## src/design/spike_delay_macros.svh

```systemverilog
`ifndef SPIKE_DELAY_MACROS_SVH
`define SPIKE_DELAY_MACROS_SVH

//////////////////////////////
// data path widths
//////////////////////////////

// one interval spike count
`define SPK_COUNT_W 32

// tick half-count, same width as host command data
`define SPK_HALF_W 16

//////////////////////////////
// history and tick defaults
//////////////////////////////

// number of delay stages in the history chain
`define SPK_HIST_DEPTH 31

// half-count after reset, 10 cycle interval
`define SPK_HALF_DEFAULT 9

// loads below this are raised to it
`define SPK_HALF_MIN 3

`endif

```

## src/design/spike_delay_pkg.sv

```systemverilog
`include "spike_delay_macros.svh"

package spike_delay_pkg;

    //////////////////////////////
    // host command opcodes
    //////////////////////////////

    // nop is decoded and dropped
    typedef enum logic [1:0]
    {
        CMD_NOP       = 2'd0,
        CMD_LOAD_HALF = 2'd1,
        CMD_SIM_RESET = 2'd2
    } cmd_op_t;

    //////////////////////////////
    // payload types
    //////////////////////////////

    // spikes seen in one simulation interval
    typedef logic [`SPK_COUNT_W-1:0] count_t;

    // tick half-count, interval is half + 1 cycles
    typedef logic [`SPK_HALF_W-1:0] half_t;

endpackage

```

## src/design/count_delay_stage.sv

```systemverilog
module count_delay_stage
#(
    parameter type data_t = spike_delay_pkg::count_t
)
(
    input  logic   ep50trig,
    input  logic   reset_global,
    input  logic   i_shift,
    input  logic   i_sim_clear,
    input  data_t  i_count,
    input  logic   i_valid,
    output data_t  o_count,
    output logic   o_valid
);

    // one history slot, count and valid move together
    always_ff @(posedge ep50trig or posedge reset_global)
    begin
        if (reset_global)
        begin
            o_count <= '0;
            o_valid <= 1'b0;
        end
        else if (i_sim_clear)
        begin
            // history wiped, slot empty again
            o_count <= '0;
            o_valid <= 1'b0;
        end
        else if (i_shift)
        begin
            o_count <= i_count;
            o_valid <= i_valid;
        end
    end

endmodule

```

## src/design/count_history_tap.sv

```systemverilog
module count_history_tap
(
    input  logic                     ep50trig,
    input  logic                     reset_global,
    input  logic                     i_count_strobe,
    input  logic                     i_sim_clear,
    input  spike_delay_pkg::count_t  i_count_now,
    input  spike_delay_pkg::count_t  i_last_count,
    input  logic                     i_last_valid,
    output spike_delay_pkg::count_t  o_count_now,
    output spike_delay_pkg::count_t  o_count_delayed,
    output logic                     o_delayed_valid,
    output logic                     o_sample_strobe
);

    //////////////////////////////
    // sample register
    //////////////////////////////

    // chain end is read on the same edge it shifts,
    // so the value taken is the pre-shift one
    always_ff @(posedge ep50trig or posedge reset_global)
    begin
        if (reset_global)
        begin
            o_count_now     <= '0;
            o_count_delayed <= '0;
            o_delayed_valid <= 1'b0;
            o_sample_strobe <= 1'b0;
        end
        else if (i_sim_clear)
        begin
            o_count_now     <= '0;
            o_count_delayed <= '0;
            o_delayed_valid <= 1'b0;
            o_sample_strobe <= 1'b0;
        end
        else if (i_count_strobe)
        begin
            o_count_now     <= i_count_now;
            // empty slot reads as zero
            o_count_delayed <= i_last_valid ? i_last_count : '0;
            o_delayed_valid <= i_last_valid;
            o_sample_strobe <= 1'b1;
        end
        else
        begin
            o_sample_strobe <= 1'b0;
        end
    end

endmodule

```

## src/design/host_cmd_decoder.sv

```systemverilog
`include "spike_delay_macros.svh"

module host_cmd_decoder
(
    input  logic                       ep50trig,
    input  logic                       reset_global,
    input  logic                       i_cmd_strobe,
    input  spike_delay_pkg::cmd_op_t   i_cmd_op,
    input  spike_delay_pkg::half_t     i_cmd_data,
    output spike_delay_pkg::half_t     o_tick_half,
    output logic                       o_sim_clear
);

    // clamped copy of the command data
    spike_delay_pkg::half_t load_value;

    // floor at the smallest legal half-count
    always_comb
    begin
        if (i_cmd_data < spike_delay_pkg::half_t'(`SPK_HALF_MIN))
        begin
            load_value = spike_delay_pkg::half_t'(`SPK_HALF_MIN);
        end
        else
        begin
            load_value = i_cmd_data;
        end
    end

    //////////////////////////////
    // command register
    //////////////////////////////

    always_ff @(posedge ep50trig or posedge reset_global)
    begin
        if (reset_global)
        begin
            o_tick_half <= spike_delay_pkg::half_t'(`SPK_HALF_DEFAULT);
            o_sim_clear <= 1'b0;
        end
        else
        begin
            // clear is a single cycle pulse
            o_sim_clear <= 1'b0;
            if (i_cmd_strobe)
            begin
                case (i_cmd_op)
                    spike_delay_pkg::CMD_LOAD_HALF:
                    begin
                        // tick gen picks this up at its next wrap
                        o_tick_half <= load_value;
                    end
                    spike_delay_pkg::CMD_SIM_RESET:
                    begin
                        // half-count kept across a sim reset
                        o_sim_clear <= 1'b1;
                    end
                    default:
                    begin
                        // nop and unused codes
                        o_sim_clear <= 1'b0;
                    end
                endcase
            end
        end
    end

endmodule

```

## src/design/sim_tick_gen.sv

```systemverilog
`include "spike_delay_macros.svh"

module sim_tick_gen
(
    input  logic                    ep50trig,
    input  logic                    reset_global,
    input  spike_delay_pkg::half_t  i_tick_half,
    input  logic                    i_sim_clear,
    output logic                    o_tick
);

    // position inside the current interval
    spike_delay_pkg::half_t tick_cnt;
    // half-count in force for this interval
    spike_delay_pkg::half_t cur_half;

    // interval end reached
    logic wrap;

    assign wrap = (tick_cnt == cur_half);

    //////////////////////////////
    // interval counter
    //////////////////////////////

    always_ff @(posedge ep50trig or posedge reset_global)
    begin
        if (reset_global)
        begin
            tick_cnt <= '0;
            cur_half <= spike_delay_pkg::half_t'(`SPK_HALF_DEFAULT);
            o_tick   <= 1'b0;
        end
        else if (i_sim_clear)
        begin
            // restart interval with held half-count untouched
            tick_cnt <= '0;
            o_tick   <= 1'b0;
        end
        else if (wrap)
        begin
            tick_cnt <= '0;
            o_tick   <= 1'b1;
            // new load only takes effect here
            cur_half <= i_tick_half;
        end
        else
        begin
            tick_cnt <= tick_cnt + 1'b1;
            o_tick   <= 1'b0;
        end
    end

endmodule

```

## src/design/spike_counter.sv

```systemverilog
module spike_counter
(
    input  logic                     ep50trig,
    input  logic                     reset_global,
    input  logic                     i_spike,
    input  logic                     i_tick,
    input  logic                     i_sim_clear,
    output spike_delay_pkg::count_t  o_count,
    output logic                     o_count_strobe
);

    // two stage synchronizer plus edge history
    logic spike_meta;
    logic spike_sync;
    logic spike_prev;

    // rising edge of the synced spike
    logic spike_edge;

    // running total for the open interval
    spike_delay_pkg::count_t acc;

    //////////////////////////////
    // input sync
    //////////////////////////////

    always_ff @(posedge ep50trig or posedge reset_global)
    begin
        if (reset_global)
        begin
            spike_meta <= 1'b0;
            spike_sync <= 1'b0;
            spike_prev <= 1'b0;
        end
        else
        begin
            spike_meta <= i_spike;
            spike_sync <= spike_meta;
            spike_prev <= spike_sync;
        end
    end

    assign spike_edge = spike_sync & ~spike_prev;

    //////////////////////////////
    // edge accumulator
    //////////////////////////////

    always_ff @(posedge ep50trig or posedge reset_global)
    begin
        if (reset_global)
        begin
            acc            <= '0;
            o_count        <= '0;
            o_count_strobe <= 1'b0;
        end
        else if (i_sim_clear)
        begin
            acc            <= '0;
            o_count        <= '0;
            o_count_strobe <= 1'b0;
        end
        else if (i_tick)
        begin
            // edge on the tick cycle closes into this interval
            o_count        <= acc + spike_delay_pkg::count_t'(spike_edge);
            acc            <= '0;
            o_count_strobe <= 1'b1;
        end
        else
        begin
            acc            <= acc + spike_delay_pkg::count_t'(spike_edge);
            o_count_strobe <= 1'b0;
        end
    end

endmodule

```

## src/design/spike_delay_top.sv

```systemverilog
`include "spike_delay_macros.svh"

module spike_delay_top
(
    input  logic                       ep50trig,
    input  logic                       reset_global,
    input  logic                       i_cmd_strobe,
    input  spike_delay_pkg::cmd_op_t   i_cmd_op,
    input  spike_delay_pkg::half_t     i_cmd_data,
    input  logic                       i_spike,
    output spike_delay_pkg::count_t    o_count_now,
    output spike_delay_pkg::count_t    o_count_delayed,
    output logic                       o_delayed_valid,
    output logic                       o_sample_strobe
);

    // decoder outputs
    spike_delay_pkg::half_t  tick_half;
    logic                    sim_clear;

    // interval tick
    logic                    tick;

    // per interval count and its strobe
    spike_delay_pkg::count_t count_value;
    logic                    count_strobe;

    // history chain, index 0 is the chain input
    spike_delay_pkg::count_t chain_count [0:`SPK_HIST_DEPTH];
    logic                    chain_valid [0:`SPK_HIST_DEPTH];

    //////////////////////////////
    // control path
    //////////////////////////////

    host_cmd_decoder u_host_cmd_decoder
    (
        .ep50trig     (ep50trig),
        .reset_global (reset_global),
        .i_cmd_strobe (i_cmd_strobe),
        .i_cmd_op     (i_cmd_op),
        .i_cmd_data   (i_cmd_data),
        .o_tick_half  (tick_half),
        .o_sim_clear  (sim_clear)
    );

    sim_tick_gen u_sim_tick_gen
    (
        .ep50trig     (ep50trig),
        .reset_global (reset_global),
        .i_tick_half  (tick_half),
        .i_sim_clear  (sim_clear),
        .o_tick       (tick)
    );

    spike_counter u_spike_counter
    (
        .ep50trig       (ep50trig),
        .reset_global   (reset_global),
        .i_spike        (i_spike),
        .i_tick         (tick),
        .i_sim_clear    (sim_clear),
        .o_count        (count_value),
        .o_count_strobe (count_strobe)
    );

    //////////////////////////////
    // history chain
    //////////////////////////////

    // every new count enters as a valid entry
    assign chain_count[0] = count_value;
    assign chain_valid[0] = 1'b1;

    genvar k;
    generate
        for (k = 0; k < `SPK_HIST_DEPTH; k++)
        begin : g_stage
            count_delay_stage #(.data_t(spike_delay_pkg::count_t)) u_stage
            (
                .ep50trig     (ep50trig),
                .reset_global (reset_global),
                .i_shift      (count_strobe),
                .i_sim_clear  (sim_clear),
                .i_count      (chain_count[k]),
                .i_valid      (chain_valid[k]),
                .o_count      (chain_count[k+1]),
                .o_valid      (chain_valid[k+1])
            );
        end
    endgenerate

    // output tap at the end of the chain
    count_history_tap u_count_history_tap
    (
        .ep50trig        (ep50trig),
        .reset_global    (reset_global),
        .i_count_strobe  (count_strobe),
        .i_sim_clear     (sim_clear),
        .i_count_now     (count_value),
        .i_last_count    (chain_count[`SPK_HIST_DEPTH]),
        .i_last_valid    (chain_valid[`SPK_HIST_DEPTH]),
        .o_count_now     (o_count_now),
        .o_count_delayed (o_count_delayed),
        .o_delayed_valid (o_delayed_valid),
        .o_sample_strobe (o_sample_strobe)
    );

endmodule

```

## config.mk

```make
export PLATFORM = sky130hd
export DESIGN_NAME = spike_delay_top
export DESIGN_NICKNAME = d
export VERILOG_FILES = /design/src/design/spike_delay_pkg.sv /design/src/design/count_delay_stage.sv /design/src/design/count_history_tap.sv /design/src/design/host_cmd_decoder.sv /design/src/design/sim_tick_gen.sv /design/src/design/spike_counter.sv /design/src/design/spike_delay_top.sv
export VERILOG_INCLUDE_DIRS = /design/src /design/src/design
export SDC_FILE = /design/constraint.sdc
export NUM_CORES = 2
export LEC_CHECK = 0
export ABC_AREA = 0
export BUFFER_PORTS_ARGS = -buffer_cell sky130_fd_sc_hd__buf_2
export CELL_PAD_IN_SITES_DETAIL_PLACEMENT = 1
export CELL_PAD_IN_SITES_GLOBAL_PLACEMENT = 2
export CORE_MARGIN = 3
export CORE_UTILIZATION = 44
export CTS_CLUSTER_DIAMETER = 60
export DETAILED_ROUTE_END_ITERATION = 7
export PLACE_DENSITY = 0.8
export SLEW_MARGIN = 15
export SYNTH_ARGS = -nofsm -noshare
export SYNTH_HDL_FRONTEND = slang
export SYNTH_SLANG_ARGS = --single-unit
```

## constraint.sdc

```tcl
create_clock -name ep50trig -period 42.4 [get_ports ep50trig]
set_input_delay 2.12 -clock ep50trig [delete_from_list [all_inputs] [get_ports ep50trig]]
set_output_delay 2.12 -clock ep50trig [all_outputs]
set_load 0.03 [all_outputs]
```

==> summary.md <==
| Metric | Value |
|---|---|
| Sequential share of the synthesized area | 62.2% |
| Initial Util | 44.6% |
| Vias in the first global route | 29100 |
| Synthesized instance count | ~4000 |
| Root buffer cell | clkbuf_16 |
| Row cnt | 119 |
| Achievable Freq | 190 MHz |
| Drt pass-1 iters | 4 |
| Ys flop type | dfrtp_1 |
| Post-synth ARST share | 100% |
| Die Wd | 334 um |
| Crit path max fanout | 90 |
| Post-synth EDFFs | 0 |
| Worst Path Required | roughly 43 ns |
| Core ar. | 106000 sq um |
| Register bit total from synthesis | between 1000 and 1500 |
| Skew final | about 0.018 ns |
| Residual DRC | 0 |
| Critical Path AT | 5.95 ns |
| Fin nets | approximately 3900 |
| Switching Share | 22.8% |
| Yosys top cell by area | dfrtp_1 |
| Fin crit share | approximately an eighth |
| Grt total ovfl | 0 |
| Endpoints failing setup | 0 |
| Yosys top cell area share | between 60% and 70% |
| Syn_nets | 3937 |
| Via-per-instance ratio | 5.08 |
| Htree depth | 4 |
| RSZ-0062 raised after global routing | false |
| GP Congestion | slightly above 0.7 |
| Largest net degree at the start of global routing | 186 |
| Hold-fix buffers at CTS | 0 |
| Final wirelength | 87800 um |
| PortBufs | 87 |
| First-pass GRT wire length | 154000 um |
| Layout cells sized above 1 | 8.89% |
| Area growth syn-to-layout | 11.7% |
| Synth warn | 0 |
| Antenna cells | 0 |
| TNS Setup | 0 ns |
| Critical path class | in -> async |
| Total internal power | approximately 1900 uW |
| Min Hold Slack | 0.369 ns |
| Flop2flop setup slack | approximately 38 ns |
| All-Layer GR Usage | 16.2% |
| Psw | 552 uW |
| Ports | 88 |
| Num CTS Buffers | roughly 130 |
| Commonest cells after routing, fill and taps aside | 1168 x dfrtp_1, 1106 x nor2_1, 1024 x mux2i_1 |
| Leak | about 0.024 uW |
| CTS tree | yes |
| Via count | 27300 |
| Clk slew on worst S/H paths | 0.06 ns |
| Wire length per cell | 16.3 um |
| Synth cell types | between 40 and 50 |
| Clock share of power | 45.6% |
| Die area | 111000 sq um |
| CP Capture Type | asynchronous set/reset pin |
| Pwr/cell area | 46.0 nW/um^2 |
| Hold Fails Final Rpt | 0 |
| Maximum clock path buffer count | 3 |
| DP HPWL | approximately 51000 um |
| Worst Tran Pin Value | 1.11 ns |
| DRT antenna net count | 0 |
| Relative slew slack | 26.0% |
| CP startpoint kind | input pin |
| Initial antenna violation count | 0 |
| Final worst path period need | 5.26 ns |
| Commonest non-fill, non-tap cell in the layout | dfrtp_1 |
| Max IR drop VDD | 31.8 uV |
| DRT iter0 DRCs | 1485 |
| Area contributors post-synth | dfrtp_1 62%, mux2i_1 22%, nor2_1 8.8% |
| Min-Delay Path Class | reg -> reg |
| Final Max Slew Viols | 0 |
| Status | complete, no violations |
| Die height | about 330 um |
| Post-CTS Setup Bufs | 0 |
| Synthesized area per cell | roughly 12 sq um |
| Combinational share of power | 6.1% |
| MaxCap Viol Count | 0 |
| CTS resizes | 0 |
| Sequential share of power | 48.3% |
| Clk sink count | 1175 |
| Mapped Area | ~47000 sq um |
| Skew-Pair Late Insertion Delay | 0.71 ns |
## layer usage
metal  up-vias  GRT usage, %  share of wire (%)
met1     13900          23.3                 49
met5         -             0                  0
met3       130          2.74                2.7
met2       254          25.6                 46
met4         0          4.56                1.9
li1      13000             -                  -
## registers in the layout, summed over array words and instances (netlist names), 16 cells and up
register and flops:
g_stage.u_stage.o_count 960, g_stage.u_stage.o_valid 31, u_count_history_tap.o_count_delayed 32, u_count_history_tap.o_count_now 32
u_host_cmd_decoder.o_tick_half 16, u_sim_tick_gen.cur_half 16, u_sim_tick_gen.tick_cnt 16, u_spike_counter.acc 32
u_spike_counter.o_count 32
## synthesized netlist by cell type, types with 3 or more instances
cell and instances:
a211oi_1 23, a21oi_1 3, a22o_1 32, and2_1 7, and3_1 6, and4_1 3
buf_1 51, buf_2 53, buf_4 32, clkbuf_1 153, dfrtp_1 1171, dfstp_2 4
ha_1 3, inv_1 10, mux2_2 16, mux2i_1 1024, nand2_1 68, nand3_1 20
nand4_1 12, nor2_1 1107, nor2b_1 3, nor3_1 6, nor4_1 12, o21ai_0 10
or3_1 3, xnor2_1 24, xor2_1 34
## per-stage QoR
stage	cells	cell area (sq um)	setup WS (ns)	utilization, %	power, uW
4_1_cts	5374	52800	36.93	49.9	2470
5_1_grt	5374	52800	36.46	49.9	2540
6_report	5374	52800	37.14	49.9	2430
2_1_floorplan	3912	47200	7.19	-	1310
3_5_place_dp	5142	48500	36.15	45.8	1340
3_3_place_gp	5142	48500	36.19	45.8	1340
## critical path, cell delays in order
cell   delay, ns
buf_2       0.13
inv_8       0.38
buf_4       0.72
buf_4       0.74
buf_4       0.74
buf_4       0.88
## cell families (layout without fill, tap and decap cells)
logic type | Yosys count | count (layout) | synth area share [%]
simple gates | 1261 | 1261 | 10.5
flops | 1175 | 1175 | 62.2
fa+ha+maj | 3 | 3 | 0.0795
compound gates | 75 | 75 | 1.22
mux | 1040 | 1040 | 22.1
xor+xnor | 58 | 58 | 1.08
buf+inv | 300 | 371 | 2.79
## power groups by stage
stage | combinational (uW) | clock, uW | sequential (uW)
2_1_floorplan | 127 | 0 | 1180
3_3_place_gp | 150 | 0 | 1190
3_5_place_dp | 152 | 0 | 1190
4_1_cts | 153 | 1140 | 1170
5_1_grt | 165 | 1200 | 1180
6_report | 149 | 1110 | 1170
## path summary, 6_finish.rpt
kind                                                               start                                                  to  depth (start not counted)
worst max register to register  u_spike_counter.o_count_strobe$_DFF_PP0_  u_count_history_tap.o_count_delayed[9]$_DFFE_PP0P_                          6
worst min-delay path                u_spike_counter.spike_meta$_DFF_PP0_                u_spike_counter.spike_sync$_DFF_PP0_                          0
max in group ep50trig           u_spike_counter.o_count_strobe$_DFF_PP0_  u_count_history_tap.o_count_delayed[9]$_DFFE_PP0P_                          6
min in group asynchronous                                   reset_global       u_host_cmd_decoder.o_tick_half[9]$_DFFE_PP0P_                          2
worst min register to register      u_spike_counter.spike_meta$_DFF_PP0_                u_spike_counter.spike_sync$_DFF_PP0_                          0
worst max-delay path                                        reset_global         g_stage[30].u_stage.o_count[23]$_DFFE_PP0P_                          6
## final cells by class
cell class / count / area [sq um]
clock inverter: 22 / 175
timing repair buffer: 129 / 813
tap: 1391 / 1740
multi-input combinational: 2437 / 16500
inverter: 10 / 45.0
clock buffer: 210 / 4080
sequential: 1175 / 29400
fill: 10800 / 53100
Power figures use the tool's default switching activity.
